**src/hw/ooo_defs.svh**
```systemverilog
`ifndef OOO_DEFS_SVH
`define OOO_DEFS_SVH

// Reorder buffer entries as a power of two
`define ROB_DEPTH 8

`define REG_NUM 32

// Cycles from multiplier accept to result
`define MUL_CYCLES 4

`endif

```
**src/hw/ooo_pkg.sv**
```systemverilog
`include "ooo_defs.svh"

package ooo_pkg;

typedef logic [31:0] word_t;

typedef logic [4:0] reg_addr_t;

typedef logic [$clog2(`ROB_DEPTH)-1:0] rob_index_t;

typedef enum logic [2:0] {
	OP_ADD = 3'd0,
	OP_SUB = 3'd1,
	OP_AND = 3'd2,
	OP_OR  = 3'd3,
	OP_XOR = 3'd4,
	OP_SLT = 3'd5,
	OP_MUL = 3'd6
} op_t;

// Execution unit that takes an op
typedef enum logic {
	UNIT_ALU = 1'b0,
	UNIT_MUL = 1'b1
} unit_sel_t;

endpackage

```
**src/hw/dispatch.sv**
```systemverilog
`timescale 1ns/1ps

module dispatch(
	input  logic                issue_valid,
	input  ooo_pkg::op_t        issue_op,
	input  ooo_pkg::reg_addr_t  issue_dest,
	input  ooo_pkg::word_t      issue_a,
	input  ooo_pkg::word_t      issue_b,
	output logic                issue_ready,
	input  logic                rob_full,
	input  ooo_pkg::rob_index_t alloc_tag,
	output logic                rob_alloc,
	output ooo_pkg::reg_addr_t  rob_alloc_dest,
	output logic                alu_valid,
	input  logic                alu_ready,
	output logic                mul_valid,
	input  logic                mul_ready,
	output ooo_pkg::op_t        unit_op,
	output ooo_pkg::word_t      unit_a,
	output ooo_pkg::word_t      unit_b,
	output ooo_pkg::rob_index_t unit_tag
);

ooo_pkg::unit_sel_t unit_sel;
logic               unit_ready;
logic               fire;

assign unit_sel   = (issue_op == ooo_pkg::OP_MUL) ? ooo_pkg::UNIT_MUL : ooo_pkg::UNIT_ALU;
assign unit_ready = (unit_sel == ooo_pkg::UNIT_MUL) ? mul_ready : alu_ready;

// Both the ROB and the chosen unit must take the op in the same cycle
assign issue_ready = ~rob_full & unit_ready;
assign fire        = issue_valid & issue_ready;

assign rob_alloc      = fire;
assign rob_alloc_dest = issue_dest;

assign alu_valid = fire & (unit_sel == ooo_pkg::UNIT_ALU);
assign mul_valid = fire & (unit_sel == ooo_pkg::UNIT_MUL);

assign unit_op  = issue_op;
assign unit_a   = issue_a;
assign unit_b   = issue_b;
assign unit_tag = alloc_tag;

endmodule

```
**src/hw/alu_unit.sv**
```systemverilog
`timescale 1ns/1ps

module alu_unit(
	input  logic                clk,
	input  logic                rst,
	input  logic                in_valid,
	output logic                in_ready,
	input  ooo_pkg::op_t        in_op,
	input  ooo_pkg::word_t      in_a,
	input  ooo_pkg::word_t      in_b,
	input  ooo_pkg::rob_index_t in_tag,
	output logic                res_valid,
	input  logic                res_ready,
	output ooo_pkg::rob_index_t res_tag,
	output ooo_pkg::word_t      res_data
);

ooo_pkg::word_t result;
logic           accept;

always_comb begin
	unique case (in_op)
		ooo_pkg::OP_ADD: result = in_a + in_b;
		ooo_pkg::OP_SUB: result = in_a - in_b;
		ooo_pkg::OP_AND: result = in_a & in_b;
		ooo_pkg::OP_OR:  result = in_a | in_b;
		ooo_pkg::OP_XOR: result = in_a ^ in_b;
		ooo_pkg::OP_SLT: result = {31'b0, $signed(in_a) < $signed(in_b)};
		default:         result = '0;
	endcase
end

// Hold slot frees up on the same edge it is granted
assign in_ready = ~res_valid | res_ready;
assign accept   = in_valid & in_ready;

always_ff @(posedge clk) begin
	if (rst) begin
		res_valid <= 1'b0;
	end else if (accept) begin
		res_valid <= 1'b1;
	end else if (res_ready) begin
		res_valid <= 1'b0;
	end
end

always_ff @(posedge clk) begin
	if (accept) begin
		res_tag  <= in_tag;
		res_data <= result;
	end
end

// Dispatch only offers an op when the hold slot can take it
assert property (@(posedge clk) disable iff (rst) in_valid |-> in_ready);

endmodule

```
**src/hw/mul_unit.sv**
```systemverilog
`timescale 1ns/1ps
`include "ooo_defs.svh"

module mul_unit(
	input  logic                clk,
	input  logic                rst,
	input  logic                in_valid,
	output logic                in_ready,
	input  ooo_pkg::word_t      in_a,
	input  ooo_pkg::word_t      in_b,
	input  ooo_pkg::rob_index_t in_tag,
	output logic                res_valid,
	input  logic                res_ready,
	output ooo_pkg::rob_index_t res_tag,
	output ooo_pkg::word_t      res_data
);

// Multiplier bits consumed per cycle
localparam int STEP = 32 / `MUL_CYCLES;

logic                               busy;
logic [$clog2(`MUL_CYCLES+1)-1:0]   count;
ooo_pkg::word_t                     acc;
ooo_pkg::word_t                     mcand;
ooo_pkg::word_t                     mplier;
logic                               accept;

assign in_ready = ~busy;
assign accept   = in_valid & in_ready;

always_ff @(posedge clk) begin
	if (rst) begin
		busy      <= 1'b0;
		count     <= '0;
		res_valid <= 1'b0;
	end else begin
		if (accept) begin
			busy  <= 1'b1;
			count <= `MUL_CYCLES;
		end else if (count != '0) begin
			count <= count - 1'b1;
			if (count == 1)
				res_valid <= 1'b1;
		end else if (res_valid && res_ready) begin
			busy      <= 1'b0;
			res_valid <= 1'b0;
		end
	end
end

// Shift-add of one multiplier chunk per cycle
always_ff @(posedge clk) begin
	if (accept) begin
		acc     <= '0;
		mcand   <= in_a;
		mplier  <= in_b;
		res_tag <= in_tag;
	end else if (count != '0) begin
		acc    <= acc + mcand * mplier[STEP-1:0];
		mcand  <= mcand << STEP;
		mplier <= mplier >> STEP;
	end
end

assign res_data = acc;

// Dispatch must see in_ready low for the whole busy window
assert property (@(posedge clk) disable iff (rst) busy |-> !in_valid);

endmodule

```
**src/hw/cdb_arbiter.sv**
```systemverilog
`timescale 1ns/1ps

module cdb_arbiter(
	input  logic                clk,
	input  logic                rst,
	input  logic                alu_res_valid,
	output logic                alu_res_ready,
	input  ooo_pkg::rob_index_t alu_res_tag,
	input  ooo_pkg::word_t      alu_res_data,
	input  logic                mul_res_valid,
	output logic                mul_res_ready,
	input  ooo_pkg::rob_index_t mul_res_tag,
	input  ooo_pkg::word_t      mul_res_data,
	output logic                cdb_valid,
	output ooo_pkg::rob_index_t cdb_tag,
	output ooo_pkg::word_t      cdb_data
);

// Multiplier wins since it has waited longer for its result
assign mul_res_ready = mul_res_valid;
assign alu_res_ready = alu_res_valid & ~mul_res_valid;

assign cdb_valid = alu_res_valid | mul_res_valid;

always_comb begin
	if (mul_res_valid) begin
		cdb_tag  = mul_res_tag;
		cdb_data = mul_res_data;
	end else begin
		cdb_tag  = alu_res_tag;
		cdb_data = alu_res_data;
	end
end

// A result that loses the bus is offered again unchanged
assert property (@(posedge clk) disable iff (rst)
	alu_res_valid && !alu_res_ready |=>
		alu_res_valid && $stable(alu_res_tag) && $stable(alu_res_data));

endmodule

```
**src/hw/rob.sv**
```systemverilog
`timescale 1ns/1ps
`include "ooo_defs.svh"

module rob(
	input  logic                clk,
	input  logic                rst,
	input  logic                alloc,
	input  ooo_pkg::reg_addr_t  alloc_dest,
	output ooo_pkg::rob_index_t alloc_tag,
	output logic                full,
	input  logic                cdb_valid,
	input  ooo_pkg::rob_index_t cdb_tag,
	input  ooo_pkg::word_t      cdb_data,
	output logic                commit_valid,
	output ooo_pkg::reg_addr_t  commit_dest,
	output ooo_pkg::word_t      commit_data
);

logic [`ROB_DEPTH-1:0]           valid_q;
logic [`ROB_DEPTH-1:0]           complete_q;
ooo_pkg::reg_addr_t              dest_q [`ROB_DEPTH];
ooo_pkg::word_t                  data_q [`ROB_DEPTH];
ooo_pkg::rob_index_t             head;
ooo_pkg::rob_index_t             tail;
logic [$clog2(`ROB_DEPTH+1)-1:0] count;

assign full      = (count == `ROB_DEPTH);
assign alloc_tag = tail;

// Head retires as soon as its result has landed
assign commit_valid = valid_q[head] & complete_q[head];
assign commit_dest  = dest_q[head];
assign commit_data  = data_q[head];

always_ff @(posedge clk) begin
	if (rst) begin
		valid_q    <= '0;
		complete_q <= '0;
		head       <= '0;
		tail       <= '0;
		count      <= '0;
	end else begin
		if (alloc) begin
			valid_q[tail]    <= 1'b1;
			complete_q[tail] <= 1'b0;
			tail             <= tail + 1'b1;
		end
		if (cdb_valid)
			complete_q[cdb_tag] <= 1'b1;
		if (commit_valid) begin
			valid_q[head] <= 1'b0;
			head          <= head + 1'b1;
		end
		case ({alloc, commit_valid})
			2'b10:   count <= count + 1'b1;
			2'b01:   count <= count - 1'b1;
			default: count <= count;
		endcase
	end
end

always_ff @(posedge clk) begin
	if (alloc)
		dest_q[tail] <= alloc_dest;
	if (cdb_valid)
		data_q[cdb_tag] <= cdb_data;
end

assert property (@(posedge clk) disable iff (rst) alloc |-> !full);

// A result on the bus must belong to an op still in flight
assert property (@(posedge clk) disable iff (rst) cdb_valid |-> valid_q[cdb_tag]);

endmodule

```
**src/hw/regfile.sv**
```systemverilog
`timescale 1ns/1ps
`include "ooo_defs.svh"

module regfile(
	input  logic               clk,
	input  logic               rst,
	input  logic               we,
	input  ooo_pkg::reg_addr_t waddr,
	input  ooo_pkg::word_t     wdata,
	input  ooo_pkg::reg_addr_t raddr,
	output ooo_pkg::word_t     rdata
);

ooo_pkg::word_t regs [`REG_NUM];

always_ff @(posedge clk) begin
	if (rst) begin
		for (int i = 0; i < `REG_NUM; i++)
			regs[i] <= '0;
	end else if (we && waddr != '0) begin
		regs[waddr] <= wdata;
	end
end

// Register 0 is cleared by reset and never written
assign rdata = regs[raddr];

endmodule

```
**src/hw/ooo_core.sv**
```systemverilog
`timescale 1ns/1ps

module ooo_core(
	input  logic               clk,
	input  logic               rst,
	input  logic               issue_valid,
	input  ooo_pkg::op_t       issue_op,
	input  ooo_pkg::reg_addr_t issue_dest,
	input  ooo_pkg::word_t     issue_a,
	input  ooo_pkg::word_t     issue_b,
	output logic               issue_ready,
	output logic               commit_valid,
	output ooo_pkg::reg_addr_t commit_dest,
	output ooo_pkg::word_t     commit_data,
	input  ooo_pkg::reg_addr_t rd_addr,
	output ooo_pkg::word_t     rd_data
);

// ROB allocation
logic                rob_alloc;
logic                rob_full;
ooo_pkg::reg_addr_t  rob_alloc_dest;
ooo_pkg::rob_index_t alloc_tag;

// Dispatch to units
logic                alu_valid, alu_ready;
logic                mul_valid, mul_ready;
ooo_pkg::op_t        unit_op;
ooo_pkg::word_t      unit_a, unit_b;
ooo_pkg::rob_index_t unit_tag;

// Unit results
logic                alu_res_valid, alu_res_ready;
ooo_pkg::rob_index_t alu_res_tag;
ooo_pkg::word_t      alu_res_data;
logic                mul_res_valid, mul_res_ready;
ooo_pkg::rob_index_t mul_res_tag;
ooo_pkg::word_t      mul_res_data;

// CDB
logic                cdb_valid;
ooo_pkg::rob_index_t cdb_tag;
ooo_pkg::word_t      cdb_data;

dispatch dispatch_inst(
	.issue_valid,
	.issue_op,
	.issue_dest,
	.issue_a,
	.issue_b,
	.issue_ready,
	.rob_full,
	.alloc_tag,
	.rob_alloc,
	.rob_alloc_dest,
	.alu_valid,
	.alu_ready,
	.mul_valid,
	.mul_ready,
	.unit_op,
	.unit_a,
	.unit_b,
	.unit_tag
);

alu_unit alu_unit_inst(
	.clk,
	.rst,
	.in_valid  ( alu_valid     ),
	.in_ready  ( alu_ready     ),
	.in_op     ( unit_op       ),
	.in_a      ( unit_a        ),
	.in_b      ( unit_b        ),
	.in_tag    ( unit_tag      ),
	.res_valid ( alu_res_valid ),
	.res_ready ( alu_res_ready ),
	.res_tag   ( alu_res_tag   ),
	.res_data  ( alu_res_data  )
);

mul_unit mul_unit_inst(
	.clk,
	.rst,
	.in_valid  ( mul_valid     ),
	.in_ready  ( mul_ready     ),
	.in_a      ( unit_a        ),
	.in_b      ( unit_b        ),
	.in_tag    ( unit_tag      ),
	.res_valid ( mul_res_valid ),
	.res_ready ( mul_res_ready ),
	.res_tag   ( mul_res_tag   ),
	.res_data  ( mul_res_data  )
);

cdb_arbiter cdb_arbiter_inst(
	.clk,
	.rst,
	.alu_res_valid,
	.alu_res_ready,
	.alu_res_tag,
	.alu_res_data,
	.mul_res_valid,
	.mul_res_ready,
	.mul_res_tag,
	.mul_res_data,
	.cdb_valid,
	.cdb_tag,
	.cdb_data
);

rob rob_inst(
	.clk,
	.rst,
	.alloc      ( rob_alloc      ),
	.alloc_dest ( rob_alloc_dest ),
	.alloc_tag,
	.full       ( rob_full       ),
	.cdb_valid,
	.cdb_tag,
	.cdb_data,
	.commit_valid,
	.commit_dest,
	.commit_data
);

regfile regfile_inst(
	.clk,
	.rst,
	.we    ( commit_valid ),
	.waddr ( commit_dest  ),
	.wdata ( commit_data  ),
	.raddr ( rd_addr      ),
	.rdata ( rd_data      )
);

endmodule

```
**config.mk**
```make
export PLATFORM = sky130hd
export DESIGN_NAME = ooo_core
export DESIGN_NICKNAME = d
export VERILOG_FILES = /design/src/hw/ooo_pkg.sv /design/src/hw/dispatch.sv /design/src/hw/alu_unit.sv /design/src/hw/mul_unit.sv /design/src/hw/cdb_arbiter.sv /design/src/hw/rob.sv /design/src/hw/regfile.sv /design/src/hw/ooo_core.sv
export VERILOG_INCLUDE_DIRS = /design/src /design/src/hw
export SDC_FILE = /design/constraint.sdc
export NUM_CORES = 2
export LEC_CHECK = 0
export BUFFER_PORTS_ARGS = -buffer_cell sky130_fd_sc_hd__buf_2
export CAP_MARGIN = 20
export CELL_PAD_IN_SITES_DETAIL_PLACEMENT = 0
export CELL_PAD_IN_SITES_GLOBAL_PLACEMENT = 1
export CORE_UTILIZATION = 55
export DETAILED_ROUTE_END_ITERATION = 10
export PLACE_DENSITY_LB_ADDON = 0.1
export SYNTH_ARGS = -nofsm -noshare
export SYNTH_HDL_FRONTEND = slang
export SYNTH_SLANG_ARGS = --single-unit
```
**constraint.sdc**
```tcl
create_clock -name clk -period 14.83 [get_ports clk]
set_clock_uncertainty 0.05 [all_clocks]
set_input_delay 3.7075 -clock clk [delete_from_list [all_inputs] [get_ports clk]]
set_output_delay 3.7075 -clock clk [all_outputs]
set_load 0.01 [all_outputs]
```
==> results.toml <==
[power_and_ir_drop]
seqPwrFrac_pct = 25.2
sw_frac_of_total_pct = 42.2
pwr-share-comb_pct = 57.1
p_switching_w = 0.00901
ir_drop_uv = 645
clkPwrFrac_pct = 17.6
power_density_nw_per_um2 = 260
p_leak_nw = 31.2
internal_power_w = 0.0123

[timing]
tightest_slew_ps = 1060
hold_violations = 0
slew_headroom_pct = 27.5
max_freq_mhz = 94.0
slew_violations = 0
fin_hold_ws_ps = 410
post-route-period-util_pct = 71.7
fin_crit_ps = 10640
fin_setup_tns_ps = 0
rsz0062_at_grt = "no"
setup_violations = 0

[drt]
ant_nets = 0
wl_per_cell_um = 30.2
wl_met3_um = 20400
wl_met2_um = 111000
vias = 46776
first_pass_iters = 6
via_per_inst = 6.29
m1WireLength_um = 82500
drt_iter0_markers = 5930
routed.top_layer = "met5"
drc_errors = 0
wirelength_um = 225000

[min_path]
whs_path_depth = 2
hp-class = "flip-flop to flip-flop"

[synthesis]
synth_seq_area_share_pct = 59.5
synth_area_leaders = "edfxtp_1, mux4_2, nor2_1, fa_1, ha_1"
synthArstFlopShare_pct = 0
netlist.area_leader.share_pct = 57.6
ys_warn_count = 0
synth_seq_cells = 1489
syn_avg_cell_area_sq_um = 13.5
ys_top_cells_by_count = "edfxtp_1, nor2_1, inv_1"
synth.cell_area_sq_um = 74100
yosysMostFrequentCell = "edfxtp_1"
synth_cell_types = 76
synth_top_cell_by_area = "edfxtp_1"
synth-edff-count = 1422
synth_cells = 5481
synthFlopType = "edfxtp_1"

[global_routing]
grt_pass1_vias = 45936
grt_pass1_wl_um = 321000
overflow = 0
grt_start_max_net_pins = 153
grt_usage_pct = 33.2
antenna_found_initial = 2

[critical_path]
path_max_fanout = 63
r2r_cells = 17
crit_path_start_kind = "primary input"
arrival_ps = 6880
cp-end-kind = "output port"
worstSetupPathType = "primary input to output port"
required_ps = 11070

[cts]
post_cts_resized = 0
cts_tree = "done"
clock_latency_ps = 790
ctsHtreeMaxLevel = 4
holdBufCountCts = 0
root_buffer = "clkbuf_16"
cts.clk_slew.worst_paths_ps = 60
clock-sinks = 1489
clockBufferDepth = 3
cts_buffers = 154
post_cts.repair.setup_buffers = 0

[place]
dp_hpwl_um = 132000
finalWeightedCongestion = 0.901
port_buffers = 150

[final_layout]
fin_nets = 5958
layout-drive-gt1-share_pct = 18.5
syn_to_final_growth_pct = 10.8
nFillCells = 10269

[outcome]
status = "finished, final reports clean"

[die]
rows = 134
die_area_sq_um = 136000
io_pins = 151
start_util_pct = 55.5
die_w_um = 369
die_y_um = 369
coreArea_sq_um = 133000

[job]
cap_viol_max_count = 0
[cell type report]
cell class / instances / area [sq um] / share of cell area, %
flip-flops and latches: 1489 / 44100 / 53.7
diodes: 3 / 7.51 / 0.00915
well taps: 1768 / 2210 / 2.70
inverters: 403 / 1510 / 1.84
repair buffers: 276 / 1760 / 2.15
clock inverters: 83 / 761 / 0.927
multi-input cells: 3220 / 27700 / 33.7
clock buffers: 190 / 4060 / 4.95
[cells in the final DEF (no fill, tap or decap), drive strengths merged, types with 7 or more instances in the layout]
| cell type | netlist | layout |
|---|---|---|
| o21ai | 128 | 128 |
| nand2 | 299 | 299 |
| edfxtp | 1422 | 1422 |
| xor2 | 11 | 11 |
| a311oi | 7 | 7 |
| a21o | 22 | 22 |
| xnor2 | 46 | 46 |
| bufinv | 0 | 9 |
| mux4 | 398 | 398 |
| nand4 | 16 | 16 |
| o32a | 9 | 9 |
| a211oi | 19 | 19 |
| buf | 101 | 276 |
| nand2b | 42 | 42 |
| and2 | 150 | 150 |
| o211ai | 23 | 23 |
| mux2i | 43 | 43 |
| fa | 189 | 189 |
| and3 | 7 | 7 |
| clkinv | 0 | 67 |
| o21a | 12 | 12 |
| nand3 | 40 | 40 |
| conb | 1 | 32 |
| o21bai | 11 | 11 |
| nor2b | 16 | 16 |
| o31a | 7 | 7 |
| dfxtp | 67 | 67 |
| o22ai | 16 | 16 |
| mux2 | 69 | 69 |
| inv | 403 | 407 |
| a31oi | 12 | 12 |
| ha | 145 | 145 |
| nor3 | 36 | 36 |
| a21oi | 153 | 153 |
| clkbuf | 299 | 190 |
| or3 | 9 | 9 |
| nor2 | 1160 | 1160 |
[worst paths after layout]
kind,startpoint,end,slack [ps]
hold reg to reg,mul_unit_inst.busy,mul_unit_inst.busy,410
setup reg to reg,mul_unit_inst.mplier[6],mul_unit_inst.res_data[30],8710
setup / recovery,rd_addr[0],rd_data[12],4190
hold / removal,mul_unit_inst.busy,mul_unit_inst.busy,410
[kinds of logic after synthesis]
family / share of synthesized area [%]
buf+inv: 4.22
flops: 59.5
other cells: 0.00506
mux: 13.7
simple gates: 10.2
xor+xnor: 0.674
fa+ha+maj: 7.56
compound gates: 4.15
[per-layer routing]
layer  vias up  track usage, %
li1      19670               -
met1     23929            43.0
met2      2664            54.7
met3       511            6.05
met4         2            15.3
met5         -               0
[metrics by stage]
step | std cells | utilization, % | power (W) | instance area [sq um] | worst slack [ps]
3_5_place_dp | 7155 | 57.8 | 0.0176 | 77200 | 4120
4_1_cts | 7428 | 61.5 | 0.0214 | 82000 | 4110
5_1_grt | 7429 | 61.5 | 0.0232 | 82000 | 3980
3_3_place_gp | 7155 | 57.8 | 0.0175 | 77200 | 4160
2_1_floorplan | 5512 | - | 0.0148 | 74200 | 5120
6_report | 7432 | 61.5 | 0.0213 | 82000 | 4190
[state kept, by name, indices dropped and copies added (netlist names), named ones only]
register / count
regfile_inst.regs: 1024
rob_inst.data_q: 256
rob_inst.dest_q: 40
alu_unit_inst.res_data: 32
mul_unit_inst.mcand: 32
mul_unit_inst.mplier: 32
mul_unit_inst.res_data: 32
rob_inst.complete_q: 8
rob_inst.valid_q: 8
rob_inst.count: 4
alu_unit_inst.res_tag: 3
mul_unit_inst.count: 3
mul_unit_inst.res_tag: 3
rob_inst.alloc_tag: 3
rob_inst.head: 3
alu_unit_inst.res_valid: 1
mul_unit_inst.busy: 1
mul_unit_inst.res_valid: 1
[power by group through the flow]
stage	logic [W]	clock network [W]	registers, W
after floorplan	0.00953	0	0.00528
after global placement	0.0120	0	0.00547
after detailed placement	0.0121	0	0.00547
after CTS	0.0122	0.00379	0.00538
after global routing	0.0139	0.00394	0.00541
final	0.0122	0.00376	0.00538
[critical path, cell delays in order]
cell	delay (ps)
buf_8	490
buf_4	880
mux4_2	600
mux4_2	610
mux2_2	350
buf_2	150
No activity file was read; power rests on OpenSTA's default activity.
